`src/verilog/lambda_pkg.sv`:
```
//****************************************
// Shared Q8.8 types, pipeline depths,
// noise constants and softplus slices
//****************************************

package lambda_pkg;

    // Q8.8 words
    typedef logic signed [15:0] fix_t;      // Signed datapath value
    typedef logic        [15:0] ufix_t;     // Softplus result and root

    // Pair presented at the input port
    typedef struct packed {
        fix_t mean;      // Upper word
        fix_t variance;  // Raw variance, lower word
    } lambda_in_t;

    typedef struct packed {
        fix_t lambda;    // Sampled latent value
    } lambda_out_t;

    // Stage latencies in cycles
    localparam int SOFTPLUS_LAT = 2;
    localparam int SQRT_LAT     = 6;
    localparam int SCALE_LAT    = 2;
    localparam int PIPE_LAT     = SOFTPLUS_LAT + SQRT_LAT + SCALE_LAT;  // 10
    localparam int MEAN_DELAY   = PIPE_LAT - 1;              // Mean joins at add stage
    localparam int NOISE_STAGE  = SOFTPLUS_LAT + SQRT_LAT;   // Slot feeding multiply

    // Noise source
    localparam logic [15:0] LFSR_SEED = 16'hACE1;
    localparam logic [15:0] LFSR_TAPS = 16'hB400;  // Galois, right shift
    localparam int          EPS_BITS  = 10;         // Low bits kept, about +-2

    // Softplus slice table, one unit slice each over [-4, 4)
    localparam fix_t SP_LO = -16'sd1024;  // -4.0, zero below
    localparam fix_t SP_HI = 16'sd1024;   // 4.0, identity at and above
    localparam ufix_t SP_SLOPE [8] = '{
        16'd7,   16'd20,  16'd48,  16'd97,   // Slices -4 .. -1
        16'd159, 16'd208, 16'd236, 16'd249   // Slices 0 .. 3
    };
    localparam ufix_t SP_ICPT [8] = '{
        16'd5,   16'd12,  16'd32,  16'd80,   // softplus at slice start
        16'd177, 16'd336, 16'd544, 16'd780
    };

    // Square root sizing
    localparam int SQRT_BITS  = 12;              // Result bits, two per stage
    localparam int SQRT_RAD_W = 2 * SQRT_BITS;   // Radicand after << 8
    localparam int SQRT_REM_W = SQRT_BITS + 3;   // Signed partial remainder

    // Multiply width after dropping 8 fraction bits
    localparam int SCALE_PROD_W = 25;

    // Saturation limits
    localparam fix_t FIX_MAX = 16'sh7FFF;
    localparam fix_t FIX_MIN = 16'sh8000;

endpackage

```
`src/verilog/lambda_layer.sv`:
```
//****************************************
// Sampling layer top level that forms
// mean + sigma * eps
//****************************************

module lambda_layer import lambda_pkg::*; (
    input  logic        clk,
    input  logic        rst,
    input  logic        in_valid,
    output logic        in_ready,
    input  lambda_in_t  in_data,
    output logic        out_valid,
    input  logic        out_ready,
    output lambda_out_t out_data
);

    logic  adv;         // Shared advance for every stage
    logic  noise_step;  // One LFSR step per multiplied item
    ufix_t sp_val;      // softplus(var)
    ufix_t root;        // sqrt(softplus(var))
    fix_t  eps;         // Current noise sample
    fix_t  mean_dly;    // Mean aligned to add stage

    // Valid tracking and stall control
    pipe_ctrl i_pipe_ctrl (
        .clk        (clk),
        .rst        (rst),
        .in_valid   (in_valid),
        .out_ready  (out_ready),
        .in_ready   (in_ready),
        .out_valid  (out_valid),
        .adv        (adv),
        .noise_step (noise_step)
    );

    softplus_pwl i_softplus_pwl (
        .clk    (clk),
        .rst    (rst),
        .adv    (adv),
        .var_in (in_data.variance),
        .sp_out (sp_val)
    );

    sqrt_pipe i_sqrt_pipe (
        .clk      (clk),
        .rst      (rst),
        .adv      (adv),
        .rad_in   (sp_val),
        .root_out (root)
    );

    noise_lfsr i_noise_lfsr (
        .clk        (clk),
        .rst        (rst),
        .noise_step (noise_step),
        .eps        (eps)
    );

    // Mean held back until the add stage
    mean_delay #(.DEPTH(MEAN_DELAY)) i_mean_delay (
        .clk      (clk),
        .rst      (rst),
        .adv      (adv),
        .mean_in  (in_data.mean),
        .mean_out (mean_dly)
    );

    scale_shift i_scale_shift (
        .clk    (clk),
        .rst    (rst),
        .adv    (adv),
        .root   (root),
        .eps    (eps),
        .mean   (mean_dly),
        .lambda (out_data.lambda)
    );

endmodule

```
`src/verilog/mean_delay.sv`:
```
//****************************************
// Enable-gated delay line for the mean
//****************************************

module mean_delay import lambda_pkg::*; #(
    parameter int DEPTH = MEAN_DELAY   // Cycles of adv before mean_out
) (
    input  logic clk,
    input  logic rst,
    input  logic adv,
    input  fix_t mean_in,
    output fix_t mean_out
);

    if (DEPTH == 0) begin : g_none
        assign mean_out = mean_in;  // Degenerate depth, no storage
    end else begin : g_line
        fix_t dly_q [DEPTH];

        always_ff @(posedge clk) begin
            if (rst) begin
                for (int i = 0; i < DEPTH; i++)
                    dly_q[i] <= '0;
            end else if (adv) begin  // Frozen with the rest of the pipe
                dly_q[0] <= mean_in;
                for (int i = 1; i < DEPTH; i++)
                    dly_q[i] <= dly_q[i-1];
            end
        end

        assign mean_out = dly_q[DEPTH-1];
    end

endmodule

```
`src/verilog/noise_lfsr.sv`:
```
//****************************************
// Galois LFSR noise, Q8.8 sample output
//****************************************

module noise_lfsr import lambda_pkg::*; (
    input  logic clk,
    input  logic rst,
    input  logic noise_step,
    output fix_t eps
);

    logic [15:0] state_q;

    always_ff @(posedge clk) begin
        if (rst) begin
            state_q <= LFSR_SEED;
        end else if (noise_step) begin
            // Shift right, fold taps in when a one drops out
            state_q <= {1'b0, state_q[15:1]} ^ (state_q[0] ? LFSR_TAPS : 16'h0000);
        end
    end

    // Low bits as signed fraction, uniform in about [-2, 2)
    assign eps = {{(16-EPS_BITS){state_q[EPS_BITS-1]}}, state_q[EPS_BITS-1:0]};

    // All-zero state would lock the generator
    a_state_live : assert property (
        @(posedge clk) disable iff (rst)
        state_q != '0
    );

endmodule

```
`src/verilog/pipe_ctrl.sv`:
```
//****************************************
// Stall controller with valid chain,
// shared advance, input ready and noise strobe
//****************************************

module pipe_ctrl import lambda_pkg::*; (
    input  logic clk,
    input  logic rst,
    input  logic in_valid,
    input  logic out_ready,
    output logic in_ready,
    output logic out_valid,
    output logic adv,
    output logic noise_step
);

    // Slot n is valid after n registers and slot PIPE_LAT is the output
    logic [PIPE_LAT:1] vld_q;

    // Whole pipe moves when the output drains or holds a bubble
    assign adv = out_ready | ~vld_q[PIPE_LAT];

    assign in_ready  = adv;             // Accept only when everything moves
    assign out_valid = vld_q[PIPE_LAT];

    // Step the LFSR as the item at the multiply input moves on
    assign noise_step = adv & vld_q[NOISE_STAGE];

    always_ff @(posedge clk) begin
        if (rst) begin
            vld_q <= '0;
        end else if (adv) begin
            vld_q <= {vld_q[PIPE_LAT-1:1], in_valid};  // Bubbles shift along too
        end
    end

    // A presented output stays until taken
    a_out_hold : assert property (
        @(posedge clk) disable iff (rst)
        (out_valid && !out_ready) |=> out_valid
    );

endmodule

```
`src/verilog/scale_shift.sv`:
```
//****************************************
// Scale root by noise, add mean,
// saturate to Q8.8 range
//****************************************

module scale_shift import lambda_pkg::*; (
    input  logic  clk,
    input  logic  rst,
    input  logic  adv,
    input  ufix_t root,
    input  fix_t  eps,
    input  fix_t  mean,
    output fix_t  lambda
);

    logic signed [SCALE_PROD_W+7:0] prod_full;  // Q16.16 product
    logic signed [SCALE_PROD_W-1:0] prod_q;     // Back to 8 fraction bits
    logic signed [SCALE_PROD_W:0]   sum;        // One guard bit for the add

    // Root is unsigned, widen with a zero before the signed multiply
    assign prod_full = $signed({1'b0, root}) * eps;

    // Stage 1: product, arithmetic shift floors toward minus infinity
    always_ff @(posedge clk) begin
        if (rst)
            prod_q <= '0;
        else if (adv)
            prod_q <= prod_full[SCALE_PROD_W+7:8];
    end

    assign sum = prod_q + mean;  // Both sign extended

    // Stage 2: clamp into 16 bits
    always_ff @(posedge clk) begin
        if (rst) begin
            lambda <= '0;
        end else if (adv) begin
            if (sum > FIX_MAX)
                lambda <= FIX_MAX;
            else if (sum < FIX_MIN)
                lambda <= FIX_MIN;
            else
                lambda <= sum[15:0];
        end
    end

endmodule

```
`src/verilog/softplus_pwl.sv`:
```
//****************************************
// Piecewise-linear softplus, 8 slices,
// two register stages, clamped tails
//****************************************

module softplus_pwl import lambda_pkg::*; (
    input  logic  clk,
    input  logic  rst,
    input  logic  adv,
    input  fix_t  var_in,
    output ufix_t sp_out
);

    // Stage 1 regs
    logic [2:0] idx_q;    // Slice select
    logic [7:0] frac_q;   // Position inside slice
    logic       lo_q;     // Below -4, result 0
    logic       hi_q;     // At or above 4, pass through
    fix_t       pass_q;   // Input kept for upper tail

    ufix_t      slope;
    ufix_t      icpt;
    logic [23:0] ramp;    // slope * frac, Q8.16

    always_ff @(posedge clk) begin
        if (rst) begin
            idx_q  <= '0;
            frac_q <= '0;
            lo_q   <= 1'b0;
            hi_q   <= 1'b0;
            pass_q <= '0;
        end else if (adv) begin
            idx_q  <= var_in[10:8] + 3'd4;  // Integer part -4 maps to slice 0
            frac_q <= var_in[7:0];          // Floor fraction, also for negatives
            lo_q   <= var_in < SP_LO;
            hi_q   <= var_in >= SP_HI;
            pass_q <= var_in;
        end
    end

    // Table lookup on registered index
    assign slope = SP_SLOPE[idx_q];
    assign icpt  = SP_ICPT[idx_q];
    assign ramp  = slope * frac_q;

    // Stage 2: linear segment or tail
    always_ff @(posedge clk) begin
        if (rst) begin
            sp_out <= '0;
        end else if (adv) begin
            if (hi_q)
                sp_out <= ufix_t'(pass_q);   // softplus(x) ~ x for large x
            else if (lo_q)
                sp_out <= '0;                // Lower tail flushed
            else
                sp_out <= icpt + ramp[23:8]; // Truncate back to Q8.8
        end
    end

    // Result feeds sqrt as unsigned, sign bit must stay clear
    a_sp_nonneg : assert property (
        @(posedge clk) disable iff (rst)
        !sp_out[15]
    );

endmodule

```
`src/verilog/sqrt_pipe.sv`:
```
//****************************************
// Pipelined non-restoring square root,
// Q8.8 in and out, two root bits/stage
//****************************************

module sqrt_pipe import lambda_pkg::*; (
    input  logic  clk,
    input  logic  rst,
    input  logic  adv,
    input  ufix_t rad_in,
    output ufix_t root_out
);

    // State carried between stages
    typedef struct packed {
        logic signed [SQRT_REM_W-1:0] rem;   // Partial remainder, may go negative
        logic [SQRT_BITS-1:0]         root;  // Root bits found so far
        logic [SQRT_RAD_W-1:0]        rad;   // Radicand, rad_in << 8
    } sq_state_t;

    sq_state_t pipe_q [SQRT_LAT];

    // One non-restoring iteration, consumes one bit pair
    function automatic sq_state_t nr_step(input sq_state_t s, input logic [1:0] pair);
        sq_state_t n;
        n = s;
        if (!s.rem[SQRT_REM_W-1])  // Remainder positive, subtract 4Q+1
            n.rem = {s.rem[SQRT_REM_W-3:0], pair} - {1'b0, s.root, 2'b01};
        else                       // Negative, add 4Q+3 instead of restoring
            n.rem = {s.rem[SQRT_REM_W-3:0], pair} + {1'b0, s.root, 2'b11};
        n.root = {s.root[SQRT_BITS-2:0], ~n.rem[SQRT_REM_W-1]};  // New bit = sign
        return n;
    endfunction

    for (genvar s = 0; s < SQRT_LAT; s++) begin : g_stage
        sq_state_t stage_in;
        sq_state_t half;   // After first of two iterations

        if (s == 0) begin : g_first
            // Shift by 8 keeps the root in Q8.8
            assign stage_in = '{rem: '0, root: '0, rad: {rad_in, 8'h00}};
        end else begin : g_next
            assign stage_in = pipe_q[s-1];
        end

        // Stage s handles bit pairs 11-2s and 10-2s
        assign half = nr_step(stage_in, stage_in.rad[SQRT_RAD_W-2-4*s +: 2]);

        always_ff @(posedge clk) begin
            if (rst)
                pipe_q[s] <= '0;
            else if (adv)
                pipe_q[s] <= nr_step(half, half.rad[SQRT_RAD_W-4-4*s +: 2]);
        end
    end

    // 12-bit root zero extended
    assign root_out = ufix_t'(pipe_q[SQRT_LAT-1].root);

    // Floor property checked against the radicand that travelled with it
    a_root_floor : assert property (
        @(posedge clk) disable iff (rst)
        ({{SQRT_BITS{1'b0}}, pipe_q[SQRT_LAT-1].root}
            * {{SQRT_BITS{1'b0}}, pipe_q[SQRT_LAT-1].root})
            <= pipe_q[SQRT_LAT-1].rad
    );

endmodule
```
`config.mk`:
```
export PLATFORM = sky130hd
export DESIGN_NAME = lambda_layer
export DESIGN_NICKNAME = d
export VERILOG_FILES = /design/src/verilog/lambda_pkg.sv /design/src/verilog/lambda_layer.sv /design/src/verilog/mean_delay.sv /design/src/verilog/noise_lfsr.sv /design/src/verilog/pipe_ctrl.sv /design/src/verilog/scale_shift.sv /design/src/verilog/softplus_pwl.sv /design/src/verilog/sqrt_pipe.sv
export SDC_FILE = /design/constraint.sdc
export NUM_CORES = 1
export LEC_CHECK = 0
export ABC_CLOCK_PERIOD_IN_PS = 10600
export BUFFER_PORTS_ARGS = -buffer_cell sky130_fd_sc_hd__buf_4
export CORE_MARGIN = 2
export CORE_UTILIZATION = 30
export CTS_CLUSTER_SIZE = 28
export DETAILED_ROUTE_END_ITERATION = 8
export GPL_ROUTABILITY_DRIVEN = 0
export HOLD_SLACK_MARGIN = 0.06
export PLACE_DENSITY = 0.54
export REMOVE_ABC_BUFFERS = 1
export SYNTH_ARGS = -nofsm -noshare
export SYNTH_HDL_FRONTEND = slang
export SYNTH_HIERARCHICAL = 1
export SYNTH_SLANG_ARGS = --single-unit
```
`constraint.sdc`:
```
create_clock -name clk -period 10.6 [get_ports clk]
set_input_delay 2.12 -clock clk [delete_from_list [all_inputs] [get_ports clk]]
set_output_delay 2.12 -clock clk [all_outputs]
set_load 0.05 [all_outputs]
```
Yosys cells after proc, flatten, opt, wreduce, memory -nomap -nowiden
Memories as Yosys holds them, arrays and structs flattened. Index checks and enable logic that the tools add are counted.

Add/subtract/negate cells: 26. Multiply operators: 2. Magnitude comparators: 5. Multiplexer cells: 52. Bitwise gates (word level): 32.

Operators by type and width (number): 15-bit 2-to-1 mux (23); 51-bit 2-to-1 mux (6); 16-bit 2-to-1 mux (18); 15-bit by 14-bit adder with 15-bit output (10); 15-bit by 14-bit subtractor with 15-bit output (10); 26-bit by 16-bit greater-than comparator with 1-bit output, second input constant (1); 26-bit by 16-bit less-than comparator with 1-bit output, second input constant (1); 16-bit by 8-bit multiplier with 24-bit output (1); 13-bit by 10-bit multiplier with 23-bit output (1); 15-bit by 16-bit adder with 17-bit output (1); 16-bit adder (1); 16-bit by 12-bit >= comparator with 1-bit output, second input constant (1); 16-bit by 11-bit less-than comparator with 1-bit output, second input constant (1); 1-bit OR (16); 15-bit by 16-bit XOR with 16-bit output (1); 15-bit by 3-bit adder with 15-bit output (1); 15-bit by 3-bit subtractor with 15-bit output (1); 1-bit NOT (13); 1-bit 2-to-1 mux (5); 4-bit >= comparator, second input constant (1); 3-bit NOT with 4-bit output (1); 3-bit adder, second input constant (1); 2-bit by 1-bit subtractor with 3-bit output, second input constant (1); 1-bit AND (1).

Register bits: 102. RAM bits: 450. Memory bits (read-only): 256. Memories kept: 4.

Memory list: i_sqrt_pipe.pipe_q (depth 6, bits a word 51, rd ports 6, clocked after Yosys merged registers in 0, wr ports 6, line sqrt_pipe.sv:21) `sq_state_t pipe_q [SQRT_LAT];`; i_mean_delay.g_line.dly_q (depth 9, bits a word 16, rd ports 9, clocked after Yosys merged registers in 0, wr ports 9, line mean_delay.sv:18) `fix_t dly_q [DEPTH];`; (no name shown) (depth 8, bits a word 16, rd ports 1, clocked after Yosys merged registers in 0, wr ports 0, line softplus_pwl.sv:42) `assign slope = SP_SLOPE[idx_q];`; (no name shown) (depth 8, bits a word 16, rd ports 1, clocked after Yosys merged registers in 0, wr ports 0, line softplus_pwl.sv:43) `assign icpt = SP_ICPT[idx_q];`.

Logic depth before layout (Yosys ltp)
An unclocked memory read counts as a cell.

Word-level depth: 10. Mapped depth: 27. Gate-level depth less buffers: 26.

Cells and area by module
The synthesis kept the hierarchy.

Modules (own cells, without submodules): scale_shift (times used 1, cells each 1325, area an instance 11359.6 um2); sqrt_pipe (times used 1, cells each 941, area an instance 9579.2 um2); mean_delay (times used 1, cells each 336, area an instance 5901.9 um2); softplus_pwl (times used 1, cells each 442, area an instance 3907.5 um2); noise_lfsr (times used 1, cells each 72, area an instance 749.5 um2); pipe_ctrl (times used 1, cells each 36, area an instance 399.1 um2).

Least setup slack after synthesis
No wires, ideal clock.

Kind: reg-to-reg. From: register i_noise_lfsr.state_q[9]. To: register i_scale_shift/prod_q[23] (netlist name). Library setup time: 0.079 ns. Arrival time: 6.280 ns. Data required time: 10.521 ns. Path slack: 4.241 ns. Stages on the path, launching flop included: 23. Period minus slack after synthesis: 6.359 ns. Path through: dfxtp_1 -> buf_4 -> inv_1 -> clkbuf_1 -> nor2_1 -> fa_1 -> fa_1 -> fa_1 -> fa_1 -> fa_1 -> inv_1 -> fa_1 -> inv_1 -> ha_1 -> a21o_1 -> a21o_1 -> a21o_1 -> nand4b_1 -> nand3_1 -> nand2_1 -> o41a_1 -> or3_1 -> o211ai_1.

Longest elaborated chain between the ends: 1.

Ends and longest elaborated chain: from (decl) (line noise_lfsr.sv:12) `logic [15:0] state_q;`; from (signal assigned) (line noise_lfsr.sv:19) `state_q <= {1'b0, state_q[15:1]} ^ (state_q[0] ? LFSR_TAPS : 16'h0000);`; 13-bit by 10-bit multiplier with 23-bit output (line scale_shift.sv:21) `assign prod_full = $signed({1'b0, root}) * eps;`.

Every way passes these cells. A chain may end at the register's enable or synchronous reset.

Worst setup path after layout
From: register i_noise_lfsr.state_q[9]. To: register i_scale_shift/prod_q[24] (netlist name).

Longest elaborated chain between the ends: 1.

Ends and longest elaborated chain (line): 13-bit by 10-bit multiplier with 23-bit output (scale_shift.sv:21).

Every way passes these cells.

==> impl_results.md <==
* Synthesized area at 31900 um^2
* Pin count of the biggest net entering global routing at 87
* Clock tree root driver cell: clkbuf_16
* Library cell occupying the most area in the post-synthesis netlist: edfxtp_1
* Average routed wire per standard cell at about 14 um
* Number of I/O port buffers at 53
* Clock group share of total power at a little under a fifth
* Setup slack after layout at approximately 3.2 ns
* Seq pwr share at between 20 and 25%
* Yosys warning total at 6
* Switching fraction of total power at about two fifths
* Share of the core filled with cells in the final layout at roughly a third
* Period utilization at ~70%
* Buffer count from post-CTS setup fixing at 0
* All-layer global routing usage at about an eighth
* Pre-CTS setup slack at ~3.4 ns
* CP Launch Type: flip-flop
* Routed vias at 21112
* Min cycle time layout at approximately 7.4 ns
* RSZ-0062 raised after global routing: no
* Peak Freq at 136 MHz
* Boundary Pins at between 50 and 60
* Vias/cell at 4.65
* DP Wirelength at 45.0 mm
* Setup CP Type: reg2reg
* Final number of setup-violating endpoints at 0
* Final cell count without fillers at roughly 4500
* Power density normalized to cell area at between 200 and 250 nW/um^2
* Signed area change from the synthesized netlist to the final layout at 9.15%
* Switching power of the nets at between 0.003 and 0.004 W
* Outcome: finished clean
* Max VDD drop at just over 200 uV
* Nets at between 3000 and 4000
* Mapped Cells at 3152
* Avg Cell Area, Syn at about 10 um^2
* Combinational share of power at 58.2%
* Most repeated cell in the gate-level netlist after synthesis: inv_1
* Final sum of negative setup slack at 0 ns
* Total leakage power at 16.3 nW
* Highest fanout seen on the critical path at 55
* Worst endpoint required time at about 11 ns
* Internal portion of total power at 0.00506 W
* Antenna Violating Nets Remaining at 0
* Initial cell density of the core at a little under a third
* Filler cell count in the final layout at between 10000 and 15000
* Full die area at 109000 um^2
* Largest buffer count on any clock path at 3
* Instance area at placement at 33300 um^2
* Number of enable flip-flop cells after synthesis at between 200 and 300
* Number of antenna violations at the first check in global routing at 0
* Area of all placed cells without fillers at between 30000 and 40000 um^2
* Vias in the first global route at ~22000
* Clock Sinks at about 370
* Count of routing violations after the opening detailed-route iteration at 1062
* Share of cells above drive strength 1 at slightly below 6%
* Total overflow reported by the global router at 0
* CTS Hold Buffers Added at 0
* Num CTS Buffers at 47
* Tightest Pin Transition at roughly 1 ns
* Arrival time of the worst setup path at slightly below 8 ns
* Area contributors post-synth: edfxtp_1 (25%), fa_1 (15%), ha_1 (12%)
* Worst slew margin relative to its limit at 33.2%
* Clock slew at the register clock pins of the worst setup and hold paths at ~0.06 ns
* Max-slew violations at 0
* Crit path capture type: flip-flop
* DRC viols at 0
* Seq cells post-synth at 372
* Type of the most critical hold path: reg2reg
* # H-tree levels at 2
* Wire length of the first global-routing pass at 107 mm
* Number of iterations in the first detailed-routing pass at 5
* CTS tree: done
* Die extent in y at approximately 330 um
* Number of cells upsized or downsized after cts at 0
* Diodes inserted at 0
* Insertion delay of the later-clocked pin in the worst-skew pair at ~0.60 ns
* Main flop type after synthesis: edfxtp_1
* Most frequent cells after synthesis: inv_1 (357), ha_1 (302), edfxtp_1 (270)
* Area fraction of the dominant cell type after synthesis at 25.4%
* Number of core rows at ~120
* Max capacitance violation total at 0
* Share of synthesized flip-flops with an asynchronous set or reset at 0%
* Portion of the post-synthesis area used by sequential elements at a little under a third
* Final Routed Wirelength at between 60 and 70 mm
* Dpl cells at 4451
* Die X at 330 um
* Count of final hold-check violations at 0
* Worst Clk Skew at 0.0324 ns
* Distinct cell type count after synthesis at 95
* Std-Cell Core Area at ~110000 um^2
[cell type report]
class                           count  area, um^2  share of cell area (%)
Clock buffer                       62        1280                    3.69
Clock inverter                     25         228                   0.654
Inverter                          362        1360                    3.92
Multi-Input combinational cell   2256       19500                    56.1
Sequential cell                   372       10200                    29.2
Tap cell                         1391        1740                    5.00
Timing Repair Buffer               70         532                    1.53
[final timing paths]
path | from | to | slack, ns | depth (start not counted)
worst max-delay path | i_noise_lfsr/state_q[9]$_SDFFE_PP0P_ | i_scale_shift/prod_q[24]$_SDFFE_PP0P_ | 3.25 | 20
worst min register to register | i_pipe_ctrl/vld_q[9]$_SDFFE_PP0P_ | i_pipe_ctrl/vld_q[10]$_SDFFE_PP0P_ | 0.45 | 2
worst min-delay path | i_pipe_ctrl/vld_q[9]$_SDFFE_PP0P_ | i_pipe_ctrl/vld_q[10]$_SDFFE_PP0P_ | 0.45 | 2
worst max register to register | i_noise_lfsr/state_q[9]$_SDFFE_PP0P_ | i_scale_shift/prod_q[24]$_SDFFE_PP0P_ | 3.25 | 20
[registers in the layout (all words and copies together), names as in the netlist]
| register | flops |
|---|---|
| i_scale_shift/prod_q | 25 |
| i_scale_shift/lambda | 16 |
| i_softplus_pwl/hi_q | 1 |
| i_pipe_ctrl/vld_q | 10 |
| i_softplus_pwl/lo_q | 1 |
| i_softplus_pwl/pass_q | 7 |
| i_mean_delay/g_line.dly_q | 144 |
| i_softplus_pwl/idx_q | 3 |
| i_noise_lfsr/state_q | 16 |
| i_softplus_pwl/sp_out | 16 |
| i_sqrt_pipe/pipe_q | 126 |
| i_softplus_pwl/frac_q | 7 |
[placed cells by master, fill, tap and decap left out, types with 49 or more instances in the layout]
| cell | synthesis | routed |
|---|---|---|
| nor2_1 | 211 | 211 |
| nand2_1 | 224 | 224 |
| xnor2_1 | 148 | 148 |
| mux2i_1 | 52 | 52 |
| edfxtp_1 | 270 | 270 |
| and2_1 | 220 | 220 |
| and3b_1 | 144 | 144 |
| a21oi_1 | 114 | 114 |
| fa_1 | 233 | 233 |
| ha_1 | 302 | 302 |
| a21o_1 | 50 | 50 |
| o21ai_0 | 55 | 55 |
| dfxtp_1 | 102 | 101 |
| inv_1 | 357 | 357 |
| buf_4 | 40 | 69 |
| clkbuf_16 | 0 | 49 |
[layer usage]
metal,part of all wire (%),GRT usage [%],vias up,routed length [um]
met4,1.6,2.72,0,977
li1,-,-,10604,-
met5,0,0,-,0
met2,48,20.3,188,29900
met3,2.5,1.39,64,1580
met1,48,15.8,10256,30100
[worst max-delay path, stage by stage, from the launching register on]
cell	delay, ns
dfxtp_2	0.88
inv_1	0.44
nor2_1	0.26
fa_1	0.45
fa_1	0.53
fa_1	0.52
fa_1	0.52
fa_1	0.54
inv_1	0.05
fa_1	0.52
inv_1	0.04
ha_1	0.34
a21o_1	0.22
a21o_1	0.17
a21o_1	0.20
nand4b_1	0.34
nand3_1	0.22
nand2_1	0.09
o41a_1	0.39
nor4b_1	0.31
a2111oi_0	0.12
[power by group through the flow]
stage / Sequential [W] / Combinational [W] / Clock [W]
finish: 0.00196 / 0.00493 / 0.00158
global route: 0.00198 / 0.00567 / 0.00169
CTS: 0.00196 / 0.00499 / 0.00164
detailed placement: 0.00199 / 0.00496 / 0
global placement: 0.00199 / 0.00492 / 0
floorplan: 0.00199 / 0.00406 / 0
[cells by family (layout without fill, tap and decap cells)]
group	count (synthesis)	after routing	share of synthesized area [%]
AND/OR/NAND/NOR	1009	1009	17.5
adder cells (fa/ha/maj)	535	535	26.5
buffers and inverters	527	519	7.07
AO/OA/AOI/OAI	458	458	10.1
flip-flops	372	372	31.8
XOR/XNOR	196	196	5.38
multiplexers	54	54	1.70
other	1	4	0.0118
[metrics by stage]
step	hold WS (ns)	total power [W]
2_1_floorplan	0.419	0.00605
3_3_place_gp	0.440	0.00691
3_5_place_dp	0.443	0.00696
4_1_cts	0.448	0.00860
5_1_grt	0.458	0.00934
6_report	0.445	0.00847
Power figures use the tool's default switching activity.
